[config.mk]
export PLATFORM = sky130hd
export DESIGN_NAME = conv_7x7_window
export DESIGN_NICKNAME = d
export VERILOG_FILES = /design/src/conv_window_pkg.sv /design/src/conv_7x7_window.sv /design/src/line_buffer.sv /design/src/window_array.sv /design/src/window_valid_ctrl.sv
export VERILOG_INCLUDE_DIRS = /design/src /design/src/src
export SDC_FILE = /design/constraint.sdc
export NUM_CORES = 2
export LEC_CHECK = 0
export ABC_CLOCK_PERIOD_IN_PS = 74400
export BUFFER_PORTS_ARGS = -buffer_cell sky130_fd_sc_hd__buf_2
export CAP_MARGIN = 30
export CORE_AREA = 2 2 623 625
export CTS_CLUSTER_SIZE = 10
export DETAILED_ROUTE_END_ITERATION = 10
export DIE_AREA = 0 0 625 627
export SLEW_MARGIN = 10
export SYNTH_ARGS = -nofsm -noshare
export SYNTH_HDL_FRONTEND = slang
export SYNTH_SLANG_ARGS = --single-unit
[constraint.sdc]
create_clock -name clk -period 74.4 [get_ports clk]
set_input_delay 11.16 -clock clk [delete_from_list [all_inputs] [get_ports clk]]
set_output_delay 11.16 -clock clk [all_outputs]
set_load 0.02 [all_outputs]
[src/conv_window_defines.svh]
`ifndef CONV_WINDOW_DEFINES_SVH
`define CONV_WINDOW_DEFINES_SVH

////////////////////////////////////////////////////////////////////////////
// Pixel format

`define CONV_DATA_WIDTH   32

////////////////////////////////////////////////////////////////////////////
// Kernel and image geometry

`define CONV_KERNEL       7
`define CONV_IMAGE_WIDTH  12
`define CONV_IMAGE_HEIGHT 12

// Window step in both directions
`define CONV_STRIDE       2

// Pixels between the oldest tap of one row and the newest tap of the row above
`define CONV_LINE_DEPTH   (`CONV_IMAGE_WIDTH - `CONV_KERNEL)

`endif

[src/conv_window_pkg.sv]
`include "conv_window_defines.svh"

package conv_window_pkg;

	////////////////////////////////////////////////////////////////////////////
	// Data types

	typedef logic [`CONV_DATA_WIDTH-1:0] pixel_t;

	// Row index first, then column
	typedef pixel_t [`CONV_KERNEL-1:0][`CONV_KERNEL-1:0] window_t;

	////////////////////////////////////////////////////////////////////////////
	// Position counters and controller state

	// Wide enough for 0 to 11
	typedef logic [3:0] col_cnt_t;
	typedef logic [3:0] row_cnt_t;

	typedef enum logic {
		WAIT_FIRST,
		STREAMING
	} ctrl_state_t;

endpackage

[src/conv_7x7_window.sv]
`timescale 1ns/1ps

module conv_7x7_window (
	input  logic                     clk,
	input  logic                     reset,
	input  logic                     valid_in,
	input  conv_window_pkg::pixel_t  pixel_in,
	output conv_window_pkg::window_t pxl_window,
	output logic                     valid_out,
	output logic                     load_weights
);

	import conv_window_pkg::*;

	// Loads the window bank and starts the output pulse
	logic capture;

	////////////////////////////////////////////////////////////////////////////
	// Datapath

	window_array u_window_array (
		.clk        (clk        ),
		.reset      (reset      ),
		.valid_in   (valid_in   ),
		.pixel_in   (pixel_in   ),
		.capture    (capture    ),
		.pxl_window (pxl_window )
	);

	////////////////////////////////////////////////////////////////////////////
	// Control

	window_valid_ctrl u_window_valid_ctrl (
		.clk          (clk          ),
		.reset        (reset        ),
		.valid_in     (valid_in     ),
		.capture      (capture      ),
		.valid_out    (valid_out    ),
		.load_weights (load_weights )
	);

endmodule

[src/line_buffer.sv]
`timescale 1ns/1ps
`include "conv_window_defines.svh"

module line_buffer (
	input  logic                    clk,
	input  logic                    reset,
	input  logic                    shift_en,
	input  conv_window_pkg::pixel_t data_in,
	output conv_window_pkg::pixel_t data_out
);

	import conv_window_pkg::*;

	// Stage 0 is the entry, last stage drives the row above
	pixel_t chain [`CONV_LINE_DEPTH];

	always_ff @(posedge clk) begin
		if (reset) begin
			for (int i = 0; i < `CONV_LINE_DEPTH; i++) begin
				chain[i] <= '0;
			end
		end else if (shift_en) begin
			chain[0] <= data_in;
			for (int i = 1; i < `CONV_LINE_DEPTH; i++) begin
				chain[i] <= chain[i-1];
			end
		end
	end

	assign data_out = chain[`CONV_LINE_DEPTH-1];

endmodule

[src/window_array.sv]
`timescale 1ns/1ps
`include "conv_window_defines.svh"

module window_array (
	input  logic                     clk,
	input  logic                     reset,
	input  logic                     valid_in,
	input  conv_window_pkg::pixel_t  pixel_in,
	input  logic                     capture,
	output conv_window_pkg::window_t pxl_window
);

	import conv_window_pkg::*;

	logic   valid_q;
	pixel_t pixel_q;

	// taps[i][j] is window row i, column j once a window completes
	pixel_t taps [`CONV_KERNEL][`CONV_KERNEL];

	// Entry of each tap row where the bottom row takes the staged pixel
	pixel_t row_feed [`CONV_KERNEL];

	////////////////////////////////////////////////////////////////////////////
	// Input stage

	// Taps run one cycle behind the accepted stream
	always_ff @(posedge clk) begin
		if (reset) begin
			valid_q <= 1'b0;
		end else begin
			valid_q <= valid_in;
		end
	end

	always_ff @(posedge clk) begin
		if (valid_in) begin
			pixel_q <= pixel_in;
		end
	end

	assign row_feed[`CONV_KERNEL-1] = pixel_q;

	////////////////////////////////////////////////////////////////////////////
	// Line buffers between tap rows

	generate
		for (genvar r = 0; r < `CONV_KERNEL - 1; r++) begin : g_line
			line_buffer u_line_buffer (
				.clk      (clk          ),
				.reset    (reset        ),
				.shift_en (valid_q      ),
				.data_in  (taps[r+1][0] ),
				.data_out (row_feed[r]  )
			);
		end
	endgenerate

	////////////////////////////////////////////////////////////////////////////
	// Tap shift array

	// Newest pixel enters at bottom right and the oldest leaves at column 0
	always_ff @(posedge clk) begin
		if (valid_q) begin
			for (int r = 0; r < `CONV_KERNEL; r++) begin
				for (int c = 0; c < `CONV_KERNEL - 1; c++) begin
					taps[r][c] <= taps[r][c+1];
				end
				taps[r][`CONV_KERNEL-1] <= row_feed[r];
			end
		end
	end

	////////////////////////////////////////////////////////////////////////////
	// Output window bank

	// Holds until the next capture
	always_ff @(posedge clk) begin
		if (capture) begin
			for (int r = 0; r < `CONV_KERNEL; r++) begin
				for (int c = 0; c < `CONV_KERNEL; c++) begin
					pxl_window[r][c] <= taps[r][c];
				end
			end
		end
	end

endmodule

[src/window_valid_ctrl.sv]
`timescale 1ns/1ps
`include "conv_window_defines.svh"

module window_valid_ctrl (
	input  logic clk,
	input  logic reset,
	input  logic valid_in,
	output logic capture,
	output logic valid_out,
	output logic load_weights
);

	import conv_window_pkg::*;

	col_cnt_t    col;
	row_cnt_t    row;
	ctrl_state_t state;

	logic last_col;
	logic last_row;
	logic col_aligned;
	logic row_aligned;
	logic window_done;

	////////////////////////////////////////////////////////////////////////////
	// Image position of the next accepted pixel

	assign last_col = (col == col_cnt_t'(`CONV_IMAGE_WIDTH - 1));
	assign last_row = (row == row_cnt_t'(`CONV_IMAGE_HEIGHT - 1));

	always_ff @(posedge clk) begin
		if (reset) begin
			col <= '0;
			row <= '0;
		end else if (valid_in) begin
			if (last_col) begin
				col <= '0;
				row <= last_row ? '0 : row + 1'b1;
			end else begin
				col <= col + 1'b1;
			end
		end
	end

	////////////////////////////////////////////////////////////////////////////
	// Stride selection

	// Pixel is the bottom-right corner of a window on the stride grid
	assign col_aligned = (col >= col_cnt_t'(`CONV_KERNEL - 1)) &&
		(((int'(col) - (`CONV_KERNEL - 1)) % `CONV_STRIDE) == 0);
	assign row_aligned = (row >= row_cnt_t'(`CONV_KERNEL - 1)) &&
		(((int'(row) - (`CONV_KERNEL - 1)) % `CONV_STRIDE) == 0);

	// Pipeline runs freely, pauses in the stream only delay the next hit
	always_ff @(posedge clk) begin
		if (reset) begin
			window_done  <= 1'b0;
			capture      <= 1'b0;
			valid_out    <= 1'b0;
			load_weights <= 1'b0;
		end else begin
			window_done  <= valid_in && col_aligned && row_aligned;
			capture      <= window_done;
			valid_out    <= capture;
			load_weights <= capture && (state == WAIT_FIRST);
		end
	end

	////////////////////////////////////////////////////////////////////////////
	// Frame tracking

	// Last window of a frame is long out before the frame's last pixel
	always_ff @(posedge clk) begin
		if (reset) begin
			state <= WAIT_FIRST;
		end else if (valid_in && last_col && last_row) begin
			state <= WAIT_FIRST;
		end else if (capture) begin
			state <= STREAMING;
		end
	end

endmodule

======== After elaboration in Yosys (flattened, before gate mapping) ========
Memory sizes are Yosys's and may differ from the RTL's.
Index checks and enable logic that the tools add are counted.
W data, S select, Z words.
storage, ports and cells
  flip-flop bits (word level) ............. 1,614
  RAM bits ................................ 2,528
  output and inout port bits .............. 1,570
  memories ................................ 7
operators by class
  add/sub/neg operators ................... 4
  order comparisons ....................... 2
  equality and inequality tests ........... 2
  muxes and demuxes ....................... 38
  bitwise operators ....................... 33
  reduce and logical (&&, ||, !) cells .... 11
memories
  name                                          depth  width  rd ports  clocked after Yosys merged registers in  wr ports  RTL line            source
  u_window_array.taps                           7      224    7         0                                        7         window_array.sv:19  pixel_t taps [`CONV_KERNEL][`CONV_KERNEL];
  u_window_array.g_line[0].u_line_buffer.chain  5      32     5         0                                        5         line_buffer.sv:15   pixel_t chain [`CONV_LINE_DEPTH];
  u_window_array.g_line[1].u_line_buffer.chain  5      32     5         0                                        5         line_buffer.sv:15
  u_window_array.g_line[2].u_line_buffer.chain  5      32     5         0                                        5         line_buffer.sv:15
  u_window_array.g_line[3].u_line_buffer.chain  5      32     5         0                                        5         line_buffer.sv:15
  u_window_array.g_line[4].u_line_buffer.chain  5      32     5         0                                        5         line_buffer.sv:15
  1 more memories                               n/a    n/a    n/a       n/a                                      n/a       n/a
operators with widths
  kind                   number
  $mux W32               30
  $logic_not A32 Y1      2
  $or A1 B1 Y1           30
  $sub A4 B3 Y5 const B  2
  $add A4 B1 Y4 const B  2
  $eq A4 B4 Y1 const B   2
  $ge A4 B3 Y1 const B   2
  $mux W4                2
  $logic_and A1 B1 Y1    7
  $mux W1                6
  $and A1 B1 Y1          2
  $reduce_and A2 Y1      1
  $reduce_or A2 Y1       1
  $not A1 Y1             1

======== Depth between registers and ports, before layout ========
  depth after elaboration ................. 6
  depth in mapped cells ................... 6
  depth with buffers taken out ............ 5

======== Modules after synthesis ========
From an unflattened synthesis, not the netlist that was laid out.
second synthesis, totals
  cell total of the unflattened synthesis .. 5,360
  area, all modules ....................... 134,741.7 µm²
modules (own cells, without submodules)
  module             instances  cells each  area an instance (µm²)  sequential area each (µm²)
  window_array       1          3,170       95,165.0                95,151.3
  line_buffer        6          355         6,498.7                 4,804.6
  window_valid_ctrl  1          60          584.3                   260.2

======== Least setup slack after synthesis ========
OpenSTA, ideal clock, no wires.
  path kind ............................... flip-flop to flip-flop
  start ................................... register u_window_array.valid_q
  end ..................................... memory u_window_array.g_line[0].u_line_buffer.chain[0][0] (netlist name) (enable)
  setup time .............................. 939 ps
  arrival ................................. 45,426 ps
  slack ................................... 28,035 ps
  stages on the path, launching flop included .. 2
  path buffers ............................ 0
  clock period less this slack ............ 46,365 ps
  cells stage by stage .................... dfxtp_1 > or2_2
RTL lines
  item                      RTL line            source
  start: declaration        window_array.sv:15  logic valid_q;
  start signal: assignment  window_array.sv:32  valid_q <= valid_in;
  end: declaration          line_buffer.sv:15

==> results.md <==
- The top cell types in the final layout, fill and taps aside, are sky130_fd_sc_hd__edfxtp_1 (4128), sky130_fd_sc_hd__buf_2 (1604), sky130_fd_sc_hd__and2_1 (960).
- The run finished with clean final reports.
- The die is 625 µm wide.
- The synthesized area is 0.1313 mm².
- Setup repair after global routing left no endpoint under its margin.
- The fraction of power spent switching nets is 19.62%.
- The weighted congestion reported at the end of routability-driven placement is 0.8754.
- Clock skew on the completed layout was measured at 0.1144 ns.
- TritonCTS built the clock tree.
- The count of final max-slew check failures is 0.
- Buffers inserted during clock tree synthesis total 463.
- The critical path class is input port to flop.
- The number of global-route vias before repair is 56010.
- The number of setup buffers added after CTS is 0.
- The capturing element type of the critical path is a flop.
- Clock-pin slew was measured on the worst setup and hold paths at 0.05 ns.
- For this design the top-level I/O count stands at 1605.
- The number of cells on the worst hold path is 0.
- The final count of hold timing violations came to 0.
- The post-route non-filler standard cell count is 12480.
- After detailed routing, the number of remaining DRC violations is 0.
- The worst register-to-register path has a setup slack of 66.68 ns.
- Summed over all cells, the static leakage comes to 55.54 nW.
- Registers are responsible for 56.7% of the overall power.
- After detailed routing, the average wire length per cell comes to 24.33 µm.
- The net switching power is 0.9266 mW.
- After the last flow step, the layout net total stands at 7338.
- The sequential fraction of the synthesis area is 94.59%.
- The worst-case hold path end point is u_window_array.taps[0][229].
- Clock tree synthesis selected as its root buffer the cell sky130_fd_sc_hd__clkbuf_16.
- The clock tree buffer depth is 4.
- The chip height is 627 µm.
- The total of warnings raised by yosys is 0.
- Across the run, the number of max-cap violations was 0.
- Of all nets on the critical path, the largest fanout is 76.
- Setup total negative slack on the finished layout was measured at 0 ns.
- The number of gates resized after CTS was 0.
- Internal power comes to 3.796 mW.
- Compared with the post-synthesis result, the final layout area differs by 20.91%.
- In this run the tool buffered the top-level ports with 1604 buffer cells.
- The post-placement cell count is 11880.
- After synthesis the netlist holds a flip-flop and latch count of 4142.
- Clock latency on the worst-skew pair, taken at its later pin, is 0.99 ns.
- The global-route wire length before repair is 413500 µm.
- Of all flip-flops after synthesis, the portion carrying an async set or reset was 0%.
- The CTS H-tree depth is 5.
- The number of vias per cell is 4.393.
- The final worst-path cycle share is 23.05%.
- The clock drives 4142 sinks.
- Setup violations remaining at the end of the flow were counted as 0.
- Static timing analysis puts the maximum clock frequency at 58.32 MHz.
- The total core area is 0.3848 mm².
- The die covers 0.3919 mm².
- The most common cell after layout, fill and taps aside is sky130_fd_sc_hd__edfxtp_1.
- After detailed routing, the total wire length is 303600 µm.
- At the pin with the least slew margin, the transition time is 1.180 ns.
- In the final layout, the share of cells above drive strength 1 is 29.69%.
- The DRC marker count from the first detailed-route iteration is 4674.
- The number of hold buffers added after cts is 0.
- For this configuration, the core starts out at a cell density of 34.13%.
- The cell count after synthesis came out at 5259.
- The total overflow left after global routing is 0.
- Across the VDD grid, the largest voltage drop is 0.00003167 V.
- The headroom to the max-slew limit is 21.36%.
- The pre-antenna-repair detailed-routing pass consisted of 5 iterations.
- The final HPWL from detailed placement is 207900 µm.
- The number of antenna violations at the first check in global routing came to 19.
- The post-synth net total is 5298.
- The worst flop-to-flop path startpoint is u_window_array.valid_q.
- The category of the worst setup path launch point is an input port.
- The minimum clock period is 17.15 ns.
- STA puts the critical path data required time at 75.00 ns.
- In the synthesized netlist the dominant register cell turns out to be sky130_fd_sc_hd__edfxtp_1.
- The maximum number of pins on one net before global-route repair is 173.
- Each instance of the synthesized netlist takes up on average 24.98 µm².
- The logic gate share of total power is 1.0%.
- The class of the tightest hold or removal check is flop to flop.
- The total number of vias is 54820.
- The clock network power share is 42.3%.
- Counting cells, the worst reg-to-reg path comes to 9.
- In this run the core area contains 228 standard-cell rows.
- The number of antenna-violating nets in the routed design is 0.
- The global-route total usage across every layer is 14.79%.
- The synthesized design contains 4128 enable-type register cells.
- The arrival time reported for the critical path endpoint is 17.75 ns.
- The power per cell area is 29.74 mW/mm².
- The count of unique library cells instantiated by Yosys is 31.
[kinds of logic after synthesis]
group           after synthesis  share of synthesized area [%]
mux                           1                       0.007621
flops                      4142                          94.59
xor+xnor                      2                        0.01334
buf+inv                     113                         0.6030
simple gates                986                          4.695
fa+ha+maj                     4                        0.03810
compound gates               11                        0.05525
[per-stage QoR]
step | worst slack (ns) | power [mW] | hold WS, ns | cell area, µm² | utilization [%]
2_1_floorplan | 28.04 | 2.809 | 0.3925 | 131300 | -
3_3_place_gp | 56.26 | 2.771 | 0.4006 | 145500 | 37.81
3_5_place_dp | 55.94 | 2.776 | 0.4045 | 145600 | 37.83
4_1_cts | 57.04 | 4.783 | 0.3665 | 158400 | 41.17
5_1_grt | 56.78 | 4.879 | 0.3775 | 158800 | 41.26
6_report | 57.25 | 4.723 | 0.3694 | 158800 | 41.27
[final cells by class]
type                    count  area (µm²)
inverters                   4       15.01
repair buffers           1684        9004
clock inverters            53        1040
fillers                 33320      226000
flip-flops and latches   4142      124200
clock buffers             515       11810
well taps                5060        6331
diodes                     17       42.54
multi-input cells        1004        6325
[power by group through the flow]
stage	Clock [mW]	Sequential (mW)	Combinational [mW]
after floorplan	0	2.79	0.0213
after global placement	0	2.73	0.0463
after detailed placement	0	2.73	0.0484
after CTS	2.05	2.68	0.0484
after global routing	2.14	2.68	0.0536
final	2.00	2.68	0.0476
[flip-flops by register name, summed over array words and instances (netlist names)]
register and cells:
u_window_valid_ctrl.col 4, u_window_valid_ctrl.state 1, u_window_valid_ctrl.window_done 1, u_window_valid_ctrl.capture 1, u_window_valid_ctrl.valid_out 1, u_window_valid_ctrl.row 4
u_window_array.valid_q 1, u_window_array.pixel_q 32, u_window_array.g_line.u_line_buffer.chain 960, u_window_array.pxl_window 1568, u_window_valid_ctrl.load_weights 1, u_window_array.taps 1568
[synthesized netlist by cell type (2+ instances only)]
cell type | number | area share [%]
sky130_fd_sc_hd__a211oi_1 | 3 | 0.017
sky130_fd_sc_hd__a21oi_1 | 2 | 0.0076
sky130_fd_sc_hd__and2_1 | 960 | 4.6
sky130_fd_sc_hd__buf_4 | 6 | 0.034
sky130_fd_sc_hd__buf_6 | 46 | 0.39
sky130_fd_sc_hd__clkbuf_1 | 57 | 0.16
sky130_fd_sc_hd__dfxtp_1 | 14 | 0.21
sky130_fd_sc_hd__edfxtp_1 | 4128 | 94
sky130_fd_sc_hd__ha_1 | 4 | 0.038
sky130_fd_sc_hd__inv_1 | 4 | 0.011
sky130_fd_sc_hd__nand2_1 | 3 | 0.0086
sky130_fd_sc_hd__nand3_1 | 2 | 0.0076
sky130_fd_sc_hd__nor2_1 | 6 | 0.017
sky130_fd_sc_hd__nor2b_1 | 4 | 0.019
sky130_fd_sc_hd__nor3_1 | 2 | 0.0076
sky130_fd_sc_hd__o21a_1 | 2 | 0.011
sky130_fd_sc_hd__or3_1 | 2 | 0.0095
[worst max-delay path, cell delays in order]
cell                     delay [ns]
sky130_fd_sc_hd__buf_2         0.27
sky130_fd_sc_hd__or2_4         0.64
sky130_fd_sc_hd__buf_4         0.83
sky130_fd_sc_hd__buf_4         0.78
sky130_fd_sc_hd__buf_4         0.74
sky130_fd_sc_hd__buf_4         0.70
sky130_fd_sc_hd__buf_4         0.77
sky130_fd_sc_hd__buf_4         0.79
sky130_fd_sc_hd__buf_4         0.37
sky130_fd_sc_hd__buf_16        0.33
[layer usage]
layer	vias up	share of wire, %	GRT usage [%]
li1	24240	-	-
met1	28170	33	15.02
met2	1977	55	27.70
met3	431	8.8	5.451
met4	0	3.3	4.851
met5	-	0	0
[worst max path at each step]
stage / to / startpoint / slack (ns)
detailed placement: flop / reset / 55.94
floorplan: flop / u_window_array.valid_q / 28.04
global placement: flop / reset / 56.26
CTS: flop / reset / 57.04
finish: flop / reset / 57.25
global route: flop / reset / 56.78
(Power assumes the default switching activity.)
